`config.mk`:
```
export PLATFORM = sky130hd
export DESIGN_NAME = fpgaIoTop
export DESIGN_NICKNAME = d
export VERILOG_FILES = /design/src/hw/ioPkg.sv /design/src/hw/ioBusPort.sv /design/src/hw/segGlyphEncoder.sv /design/src/hw/ioRegisterBank.sv /design/src/hw/buttonScanner.sv /design/src/hw/fpgaIoTop.sv
export SDC_FILE = /design/constraint.sdc
export NUM_CORES = 1
export LEC_CHECK = 0
export BUFFER_PORTS_ARGS = -buffer_cell sky130_fd_sc_hd__buf_2
export CAP_MARGIN = 15
export CORE_UTILIZATION = 51
export CTS_CLUSTER_DIAMETER = 200
export DETAILED_ROUTE_END_ITERATION = 8
export PLACE_DENSITY = 0.84
export SLEW_MARGIN = 20
export SYNTH_ARGS = -nofsm -noshare
export SYNTH_HDL_FRONTEND = slang
export SYNTH_HIERARCHICAL = 1
export SYNTH_SLANG_ARGS = --single-unit
```
`constraint.sdc`:
```
create_clock -name clk -period 2.4 [get_ports clk]
set_input_delay 0 -clock clk [delete_from_list [all_inputs] [get_ports clk]]
set_output_delay 0 -clock clk [all_outputs]
set_load 0.01 [all_outputs]
```
`src/hw/ioPkg.sv`:
```
package ioPkg;

  // bus and register widths
  localparam int dataWidth = 8;
  localparam int addrWidth = 8;

  // front panel population
  localparam int numDigits = 8;
  localparam int digitIdxWidth = $clog2(numDigits);
  localparam int numButtons = 21;
  localparam int buttonIdxWidth = $clog2(numButtons);
  localparam int buttonByteCount = 3; // 21 buttons packed into three bytes

  // address map, local to the peripheral page
  localparam logic [addrWidth-1:0] digitBase = addrWidth'(0);  // digits at 0 to 7
  localparam logic [addrWidth-1:0] ledLeftAddr = addrWidth'(8);
  localparam logic [addrWidth-1:0] ledRightAddr = addrWidth'(9);
  localparam logic [addrWidth-1:0] buttonBase = addrWidth'(10); // raw bytes at 10 to 12
  localparam logic [addrWidth-1:0] buttonIndexAddr = addrWidth'(13);

  // all segments lit for values outside the glyph table
  localparam logic [dataWidth-1:0] blankGlyph = '1;

  // request held in the bus port output stage
  typedef enum logic [1:0] {
    opIdle,
    opRead,
    opWrite
  } busOp;

endpackage

```
`src/hw/ioBusPort.sv`:
```
`timescale 1ns/1ps

module ioBusPort (
  input  logic                                             clk,
  input  logic                                             nrst,
  input  logic                                             cyc,
  input  logic                                             stb,
  input  logic                                             we,
  input  logic [ioPkg::addrWidth-1:0]                      adr,
  input  logic [ioPkg::dataWidth-1:0]                      datIn,
  input  logic [ioPkg::dataWidth-1:0]                      rdData,
  input  logic [ioPkg::buttonByteCount*ioPkg::dataWidth-1:0] buttonBytes,
  input  logic [ioPkg::dataWidth-1:0]                      buttonIndex,
  output logic                                             ack,
  output logic [ioPkg::dataWidth-1:0]                      datOut,
  output ioPkg::busOp                                      op,
  output logic [ioPkg::addrWidth-1:0]                      regAddr,
  output logic [ioPkg::dataWidth-1:0]                      regData
);

  logic request;
  logic [ioPkg::addrWidth-1:0] slotAddr;
  logic [ioPkg::dataWidth-1:0] slotData;
  logic [ioPkg::addrWidth-1:0] byteOffset;
  logic [ioPkg::dataWidth-1:0] readValue;
  ioPkg::busOp slotOp;

  // new request only while no ack is pending
  assign request = cyc & stb & ~ack;

  // lookup runs on the live address, commit uses the slot
  assign regAddr = ack ? slotAddr : adr;
  assign regData = slotData;
  assign op = slotOp;

  assign byteOffset = adr - ioPkg::buttonBase;

  // read source by address range
  always_comb begin
    readValue = rdData; // bank returns zero outside its own range
    for (int b = 0; b < ioPkg::buttonByteCount; b++) begin
      if (byteOffset == b) begin
        readValue = buttonBytes[b*ioPkg::dataWidth +: ioPkg::dataWidth];
      end
    end
    if (adr == ioPkg::buttonIndexAddr) begin
      readValue = buttonIndex;
    end
  end

  always_ff @(posedge clk, negedge nrst) begin
    if (!nrst) begin
      ack <= 1'b0;
      slotOp <= ioPkg::opIdle;
      datOut <= '0;
    end else begin
      ack <= request; // exactly one cycle since request needs ack low
      if (request) begin
        slotOp <= we ? ioPkg::opWrite : ioPkg::opRead;
        datOut <= we ? '0 : readValue;
      end else begin
        slotOp <= ioPkg::opIdle;
      end
    end
  end

  // request payload
  always_ff @(posedge clk) begin
    if (request) begin
      slotAddr <= adr;
      slotData <= datIn;
    end
  end

endmodule

```
`src/hw/segGlyphEncoder.sv`:
```
`timescale 1ns/1ps

module segGlyphEncoder (
  input  logic [ioPkg::dataWidth-1:0] value,
  output logic [ioPkg::dataWidth-1:0] glyph
);

  // bit 7 is the decimal point, bits 6..0 are segments g..a
  always_comb begin
    case (value)
      8'd0:    glyph = 8'b1011_1111; // zero with point
      8'd1:    glyph = 8'b0000_0110;
      8'd2:    glyph = 8'b0101_1011;
      8'd3:    glyph = 8'b0100_1111;
      8'd4:    glyph = 8'b0110_0110;
      8'd5:    glyph = 8'b0110_1101;
      8'd6:    glyph = 8'b0111_1101;
      8'd7:    glyph = 8'b0000_0111;
      8'd8:    glyph = 8'b0111_1111;
      8'd9:    glyph = 8'b0110_1111;
      8'd10:   glyph = 8'b0111_0111; // A
      8'd11:   glyph = 8'b0111_1100; // b
      8'd12:   glyph = 8'b0011_1001; // C
      8'd13:   glyph = 8'b0101_1110; // d
      8'd14:   glyph = 8'b0111_1001; // E
      8'd15:   glyph = 8'b0111_0001; // F

      // letters
      8'd16:   glyph = 8'b0111_0110; // H
      8'd17:   glyph = 8'b0011_1110; // w-like
      8'd18:   glyph = 8'b0101_1100; // small o
      8'd19:   glyph = 8'b0101_0000; // r

      // segment ring symbols
      8'h22:   glyph = 8'b1111_1100;
      8'h23:   glyph = 8'b1111_0000;
      8'h24:   glyph = 8'b1111_1000;
      8'h46:   glyph = 8'b1101_0000; // r with point

      default: glyph = ioPkg::blankGlyph;
    endcase
  end

endmodule

```
`src/hw/ioRegisterBank.sv`:
```
`timescale 1ns/1ps

module ioRegisterBank (
  input  logic                        clk,
  input  logic                        nrst,
  input  ioPkg::busOp                 op,
  input  logic [ioPkg::addrWidth-1:0] regAddr,
  input  logic [ioPkg::dataWidth-1:0] regData,
  input  logic [ioPkg::dataWidth-1:0] glyph,
  output logic [ioPkg::dataWidth-1:0] digit0,
  output logic [ioPkg::dataWidth-1:0] digit1,
  output logic [ioPkg::dataWidth-1:0] digit2,
  output logic [ioPkg::dataWidth-1:0] digit3,
  output logic [ioPkg::dataWidth-1:0] digit4,
  output logic [ioPkg::dataWidth-1:0] digit5,
  output logic [ioPkg::dataWidth-1:0] digit6,
  output logic [ioPkg::dataWidth-1:0] digit7,
  output logic [ioPkg::dataWidth-1:0] ledLeft,
  output logic [ioPkg::dataWidth-1:0] ledRight,
  output logic [ioPkg::dataWidth-1:0] rdData
);

  logic [ioPkg::dataWidth-1:0] digitReg [ioPkg::numDigits];
  logic [ioPkg::addrWidth-1:0] digitOffset;
  logic [ioPkg::digitIdxWidth-1:0] digitSel;
  logic isDigit;
  logic isLeft;
  logic isRight;
  logic commit;

  // address decode
  assign digitOffset = regAddr - ioPkg::digitBase;
  assign digitSel = digitOffset[ioPkg::digitIdxWidth-1:0];
  assign isDigit = digitOffset < ioPkg::numDigits;
  assign isLeft = regAddr == ioPkg::ledLeftAddr;
  assign isRight = regAddr == ioPkg::ledRightAddr;
  assign commit = op == ioPkg::opWrite;

  // digits take the encoded glyph, LEDs the raw byte
  always_ff @(posedge clk, negedge nrst) begin
    if (!nrst) begin
      for (int d = 0; d < ioPkg::numDigits; d++) begin
        digitReg[d] <= '0;
      end
      ledLeft <= '0;
      ledRight <= '0;
    end else if (commit) begin
      if (isDigit) begin
        digitReg[digitSel] <= glyph;
      end
      if (isLeft) begin
        ledLeft <= regData;
      end
      if (isRight) begin
        ledRight <= regData;
      end
    end
  end

  // readback, a committing write wins over the stored value
  always_comb begin
    rdData = '0;
    if (isDigit) begin
      rdData = commit ? glyph : digitReg[digitSel];
    end else if (isLeft) begin
      rdData = commit ? regData : ledLeft;
    end else if (isRight) begin
      rdData = commit ? regData : ledRight;
    end
  end

  assign digit0 = digitReg[0];
  assign digit1 = digitReg[1];
  assign digit2 = digitReg[2];
  assign digit3 = digitReg[3];
  assign digit4 = digitReg[4];
  assign digit5 = digitReg[5];
  assign digit6 = digitReg[6];
  assign digit7 = digitReg[7];

endmodule

```
`src/hw/buttonScanner.sv`:
```
`timescale 1ns/1ps

module buttonScanner (
  input  logic                                               clk,
  input  logic                                               nrst,
  input  logic [ioPkg::numButtons-1:0]                       buttons,
  output logic [ioPkg::buttonByteCount*ioPkg::dataWidth-1:0] buttonBytes,
  output logic [ioPkg::dataWidth-1:0]                        buttonIndex
);

  localparam int padBits = ioPkg::buttonByteCount * ioPkg::dataWidth - ioPkg::numButtons;
  localparam int idxPadBits = ioPkg::dataWidth - 1 - ioPkg::buttonIdxWidth;

  logic [ioPkg::numButtons-1:0] syncMeta;
  logic [ioPkg::numButtons-1:0] syncOut;
  logic [ioPkg::buttonIdxWidth-1:0] lowIdx;
  logic anyPressed;

  // two flop synchronizer
  always_ff @(posedge clk, negedge nrst) begin
    if (!nrst) begin
      syncMeta <= '0;
      syncOut <= '0;
    end else begin
      syncMeta <= buttons;
      syncOut <= syncMeta;
    end
  end

  // upper bits of the last byte stay zero
  assign buttonBytes = {{padBits{1'b0}}, syncOut};

  // lowest set bit wins, so scan from the top down
  always_comb begin
    lowIdx = '0;
    for (int i = ioPkg::numButtons - 1; i >= 0; i--) begin
      if (syncOut[i]) begin
        lowIdx = ioPkg::buttonIdxWidth'(i);
      end
    end
  end

  assign anyPressed = |syncOut;

  // valid flag in bit 7, index in the low bits
  assign buttonIndex = {anyPressed, {idxPadBits{1'b0}}, lowIdx};

endmodule

```
`src/hw/fpgaIoTop.sv`:
```
`timescale 1ns/1ps

module fpgaIoTop (
  input  logic                         clk,
  input  logic                         nrst,
  input  logic                         cyc,
  input  logic                         stb,
  input  logic                         we,
  input  logic [ioPkg::addrWidth-1:0]  adr,
  input  logic [ioPkg::dataWidth-1:0]  datIn,
  input  logic [ioPkg::numButtons-1:0] buttons,
  output logic                         ack,
  output logic [ioPkg::dataWidth-1:0]  datOut,
  output logic [ioPkg::dataWidth-1:0]  digit0,
  output logic [ioPkg::dataWidth-1:0]  digit1,
  output logic [ioPkg::dataWidth-1:0]  digit2,
  output logic [ioPkg::dataWidth-1:0]  digit3,
  output logic [ioPkg::dataWidth-1:0]  digit4,
  output logic [ioPkg::dataWidth-1:0]  digit5,
  output logic [ioPkg::dataWidth-1:0]  digit6,
  output logic [ioPkg::dataWidth-1:0]  digit7,
  output logic [ioPkg::dataWidth-1:0]  ledLeft,
  output logic [ioPkg::dataWidth-1:0]  ledRight
);

  ioPkg::busOp op;
  logic [ioPkg::addrWidth-1:0] regAddr;
  logic [ioPkg::dataWidth-1:0] regData;
  logic [ioPkg::dataWidth-1:0] glyph;
  logic [ioPkg::dataWidth-1:0] rdData;
  logic [ioPkg::buttonByteCount*ioPkg::dataWidth-1:0] buttonBytes;
  logic [ioPkg::dataWidth-1:0] buttonIndex;

  ioBusPort busPort_i (
    .clk(clk), .nrst(nrst), .cyc(cyc), .stb(stb), .we(we), .adr(adr), .datIn(datIn),
    .rdData(rdData), .buttonBytes(buttonBytes), .buttonIndex(buttonIndex),
    .ack(ack), .datOut(datOut), .op(op), .regAddr(regAddr), .regData(regData)
  );

  // glyph follows the request slot data
  segGlyphEncoder glyphEnc_i (
    .value(regData),
    .glyph(glyph)
  );

  ioRegisterBank regBank_i (
    .clk(clk), .nrst(nrst), .op(op), .regAddr(regAddr), .regData(regData), .glyph(glyph),
    .digit0(digit0), .digit1(digit1), .digit2(digit2), .digit3(digit3),
    .digit4(digit4), .digit5(digit5), .digit6(digit6), .digit7(digit7),
    .ledLeft(ledLeft), .ledRight(ledRight), .rdData(rdData)
  );

  buttonScanner scanner_i (
    .clk(clk),
    .nrst(nrst),
    .buttons(buttons),
    .buttonBytes(buttonBytes),
    .buttonIndex(buttonIndex)
  );

endmodule

```
# After elaboration in Yosys (flattened, before gate mapping)
# Cells that the tools add are included.
# totals
latch_bits	0
ram_bits	0
word_cells	103
mem_bits_ro	0
output_inout_bits	89
regBits	149
memories	0
in_bits	42
# op_classes
div_mod_pow	0
n_bitwise	4
reduce_logical	7
mux	42
order_cmp	3
shift	0
n_addsub	1
eq_ne	29
mul	0
# ops
operator	n
$pmux W8 S24	1
$mux W8	15
$mux W5	21
$eq A8 B4 Y1 const B	11
$bwmux W64	1
$eq A8 B3 Y1 const B	4
$eq A8 B5 Y1 const B	4
$bmux W8 S3	1
$demux W8 S3	1
$eq A8 B2 Y1 const B	3
$eq A8 B6 Y1 const B	3
$reduce_or A21 Y1	1
$eq A8 B1 Y1 const B	2
$logic_not A8 Y1	2
$eq A8 B7 Y1 const B	1
$lt A8 B4 Y1 const B	1
$sub A8 B4 Y8 const B	1
$reduce_and A2 Y1	3
$ge A4 B4 Y1 const B	1
$lt A4 B1 Y1 const B	1
$mux W2	2
$not A3 Y4	1
$and A1 B1 Y1	2
$eq A2 B2 Y1 const B	1
other kinds (2)	2

# Logic depth before layout (Yosys ltp)
# depth
word_depth	23
ltp_mapped	12

# Hierarchy
# The synthesis kept the hierarchy.
# by_module_without_submodules
module	cells_per_inst	seq_area_each_um2	area_each_um2	instances
ioRegisterBank	328	2001.9	4093.9	1
ioBusPort	115	755.7	1421.4	1
buttonScanner	90	1051.0	1333.8	1
segGlyphEncoder	78	0.0	528.0	1

# Worst setup path after synthesis
# Ideal clock, no wire load.
# synth_timing
kind	reg2reg
start	register busPort_i.ack
end	register regBank_i.digitReg (netlist bit regBank_i/digit3[0])
arrival_ps	2628
required_ps	2275
slack_ps	-353
synth_period_minus_slack_ps	2753
setup_ps	125
path_stages_with_launch	8
path_cell_list	dfrtp_1 clkbuf_1 mux2_2 or4_4 nor3_4 and4b_1 buf_6 mux2_2
# synth_via
elab_cells_between_ends	10
cone_classes	order compare: 3; mux: 4; bitwise: 1; reduce/logical: 2
# synth_lines
element	line	text
start, declared	ioBusPort.sv:14	output logic ack,
start signal, assigned	ioBusPort.sv:57	ack <= request;
$mux W8	ioBusPort.sv:32	assign regAddr = ack ? slotAddr : adr;
via regAddr, one bit	fpgaIoTop.sv:27	logic [ioPkg::addrWidth-1:0] regAddr;
$lt A8 B4 Y1	ioRegisterBank.sv:34	assign isDigit = digitOffset < ioPkg::numDigits;
$reduce_and A2 Y1 (no line)	--	
end signal, assigned by index	ioRegisterBank.sv:49	digitReg[digitSel] <= glyph;
end, declared	ioRegisterBank.sv:23	logic [ioPkg::dataWidth-1:0] digitReg [ioPkg::numDigits];
# The timed path passes the listed nets, and every way through them passes these cells.
# A chain may end at the register's enable or synchronous reset.

# Worst setup path in the final report
# layout_timing
start	register busPort_i.ack
end	register regBank_i.digitReg (netlist bit regBank_i/digit3[1])
# The elaborated chain is that of the path after synthesis.

==> results <==
- The run finished, with violations left.
- The checks that failed: negative setup slack.
- The count of warnings emitted by yosys is 6.
- The type of destination of the critical path is a flop.
- The start-to-end type of the worst setup path is reg2reg.
- The synthesized netlist occupies a cell area of between 7000 and 8000 um^2.
- For this configuration, the core starts out at a cell density of 52.7%.
- The clock reaches the later pin of the worst-skew pair after around 0.44 ns.
- The cell area power density is 591 nW/um^2.
- Cells with a size suffix above 1 make up between 40% and 50% of the layout.
- The worst hold path class is in2reg.
- The arrival time of data at the critical path endpoint is 2.98 ns.
- The number of antenna diodes in the final layout is 0.
- The number of endpoints with negative hold slack in the final report is 0.
- The number of different library cells used by synthesis comes to 74.
- The half-perimeter wire length of the detailed placement result is 15300 um.
- The deepest clock path buffer count is 2.
- The worst-case headroom to the max-slew limit is about 46%.
- The least setup slack across all paths after layout is -0.261 ns.
- The number of slew-limit violations in the final report is 0.
- Based on the critical path, the design can be clocked at up to approximately 380 MHz.
- The first global-routing pass estimated roughly 35000 um of wire.
- The level count of the clock H-tree is 4.
- The finished cells cover about 10000 um^2.
- The biggest fanout along the worst timing path is 8.
- Leaving out fill and tap cells, the most frequent cell in the layout is sky130_fd_sc_hd__dfrtp_1.
- The worst setup skew after layout is roughly 0.011 ns.
- Compared with the post-synthesis result, the final layout area differs by 40.7%.
- In this run the horizontal extent of the chip is roughly 120 um.
- The number of global-route vias before repair is approximately 6500.
- The dominant synthesized flop cell is sky130_fd_sc_hd__dfrtp_1.
- The number of antenna violations at the first check in global routing is 0.
- TritonCTS built the clock tree.
- The placer's final routability congestion estimate is around 0.94.
- The clock root buffer is sky130_fd_sc_hd__clkbuf_16.
- The clock net in this run drives a total of 149 sinks.
- Each instance of the synthesized netlist takes up on average ~12 um^2.
- The all-layer global routing usage is a little under a third.
- For this design the top-level I/O count stands at 131.
- STA classifies the critical path startpoint as a flop.
- The required time at the endpoint of the critical path is between 2 and 3 ns.
- The count of unresolved DRC violations after routing is 0.
- The floorplan has 43 rows.
- The maximum vdd drop is between 500 and 600 uV.
- Input and output buffers added on the ports amount to 130.
- In the synthesized netlist the async set-or-reset flop fraction comes to approximately 90%.
- Prior to clock tree synthesis, the placed netlist has a worst setup slack of -0.283 ns.
- The core region is between 10000 and 15000 um^2.
- Summed over all layers, the routed wires come to roughly 23000 um.
- Setup repair after global routing could not meet its margin everywhere.
- The routed wirelength normalized by instance count is ~22 um.
- The length of the first detailed-routing pass in iterations is 8.
- For this block, the via count after detailed routing is roughly 6400.
- Registers take 3810 um^2.
- The number of enable flip-flop cells after synthesis is 16.
- Setup violations remaining at the end of the flow were counted as just under 80.
- The floorplan step set the die height to around 120 um.
- For this run the aggregate overflow at the end of global routing stands at 0.
- For this design the static power due to leakage is between 4 and 5 nW.
- The fraction of the cycle the final worst path needs is 111%.
- The detailed router finished its first iteration with around 600 violations.
- In the layout the commonest cells are sky130_fd_sc_hd__dfrtp_1, sky130_fd_sc_hd__buf_2, sky130_fd_sc_hd__buf_4, sky130_fd_sc_hd__mux2_2, sky130_fd_sc_hd__mux2_4.
- After filler insertion, the fill cell instance count of the layout stands at a little under 900.
- Sequential cells were found to cover between 50% and 60% of the synthesized design area.
- The tool flagged a number of max-cap violations equal to 0.
- Summing all placed instances gives a cell area of between 8000 and 9000 um^2.
- Clock-pin slew was measured on the worst setup and hold paths at about 0.07 ns.
- In the final design database the tool counted between 900 and 1000 nets.
- Adding up every negative setup slack in the final design gives -13.58 ns.
- The number of synthesized register bits is 149.
- The number of buffers added by the clock tree synthesis step is 17.
- The measured slew at the worst slew-check pin is approximately 0.81 ns.
- In the synthesized netlist, the number of instances is approximately 610.
- The die covers around 15000 um^2.
- The via density per instance is 6.08.
- The maximum number of pins on one net before global-route repair is 59.
- The multi-input combinational cell area is between 3000 and 4000 um^2.
- The detail route stage leaves a number of antenna-violating nets equal to 0.
- The routed design could run at a clock period as short as roughly 2.7 ns.
-- cells in the mapped netlist, drive strengths merged, types with 8 or more instances --
cell type  number  share of area, %
a21o            9               1.0
mux2i          33               4.5
nand2          33               1.9
a22oi          23               2.3
buf            37               3.0
edfxtp         16               6.5
o21ai          23               1.6
clkbuf         11              0.56
o221ai          8              0.95
mux2          102                16
dfrtp         133                45
nor4           10              0.85
nor2           24               1.2
a21oi          11              0.75
inv            10              0.51
o22ai           8              0.68
nor3           19               1.6
-- layer usage --
metal | GRT usage [%] | vias up | share of wire, %
li1 | - | 2772 | -
met1 | 39.6 | 3184 | 40
met2 | 51.3 | 364 | 49
met3 | 6.74 | 95 | 6.3
met4 | 15.4 | 0 | 4.2
met5 | 0 | - | 0
-- kinds of logic after synthesis --
family,share of synthesized area [%]
and+or+nand+nor,12.0
buffers and inverters,4.10
AOI/OAI and AO/OA,11.8
adders and majority gates,0.305
xor gates and xnor gates,0.119
DFF,51.6
muxes,20.0
other,0.0508
-- sequential cells by signal, indices dropped and copies added (netlist names) --
register,cells
regBank_i/digit5,8
regBank_i/digit1,8
regBank_i/digit6,8
regBank_i/digit3,8
regBank_i/digit7,8
busPort_i/regData,8
scanner_i/syncMeta,21
regBank_i/digit4,8
regBank_i/ledRight,8
regBank_i/digit0,8
busPort_i/ack,1
busPort_i/datOut,8
regBank_i/ledLeft,8
busPort_i/op,2
regBank_i/digit2,8
scanner_i/syncOut,21
busPort_i/slotAddr,8
-- worst max-delay path: stages, from the launching register on --
cell	delay, ns
sky130_fd_sc_hd__dfrtp_2	0.48
sky130_fd_sc_hd__mux2_4	0.33
sky130_fd_sc_hd__or4_4	0.59
sky130_fd_sc_hd__nor3_4	0.34
sky130_fd_sc_hd__and4b_2	0.35
sky130_fd_sc_hd__buf_12	0.15
sky130_fd_sc_hd__mux2_4	0.30
-- per-stage QoR --
step | util, % | hold slack [ns] | power, W | instances
floorplan | - | -0.296 | 0.00304 | 615
global placement | 63.8 | 0.0968 | 0.00330 | 970
detailed placement | 63.8 | 0.109 | 0.00332 | 970
CTS | 73.3 | 0.0898 | 0.00612 | 1050
global route | 74.2 | 0.134 | 0.00631 | 1055
finish | 74.2 | 0.106 | 0.00613 | 1055
-- final cells by class --
cell class | instances | share of cell area (%)
clock buffers | 18 | 4.23
clock inverters | 14 | 1.75
inverters | 10 | 0.362
multi-input cells | 408 | 35.7
flip-flops and latches | 149 | 36.7
well taps | 180 | 2.17
repair buffers | 276 | 19.1
-- power by group --
group | internal, W | leakage, nW | switching [W] | total [W]
combinational | 0.000322 | 2.70 | 0.000352 | 0.000674
clock | 0.00153 | 0.303 | 0.00122 | 0.00275
sequential | 0.00264 | 1.90 | 0.0000737 | 0.00271
-- worst paths after layout --
path | start | endpoint | slack [ns] | depth (start not counted)
max | busPort_i/ack$_DFF_PN0_ | regBank_i/digit3[1]$_DFFE_PN0P_ | -0.26 | 6
min | cyc | busPort_i/datOut[5]$_DFFE_PN0P_ | 0.11 | 5
max reg2reg | busPort_i/ack$_DFF_PN0_ | regBank_i/digit3[1]$_DFFE_PN0P_ | -0.26 | 6
min reg2reg | scanner_i/syncMeta[14]$_DFF_PN0_ | scanner_i/syncOut[14]$_DFF_PN0_ | 0.35 | 0
max in group asynchronous | nrst | scanner_i/syncOut[2]$_DFF_PN0_ | 1.45 | 3
min in group asynchronous | nrst | regBank_i/digit0[3]$_DFFE_PN0P_ | 0.17 | 2
-- repair_timing --
item,4_1_cts,5_1_grt
endpoints found under the setup margin,80,88
pin swaps,17,13
hold buffers,39,0
hold endpoints to repair,93,0
buffers inserted,10,5
resized for setup,50,19
Power figures use the tool's default switching activity.
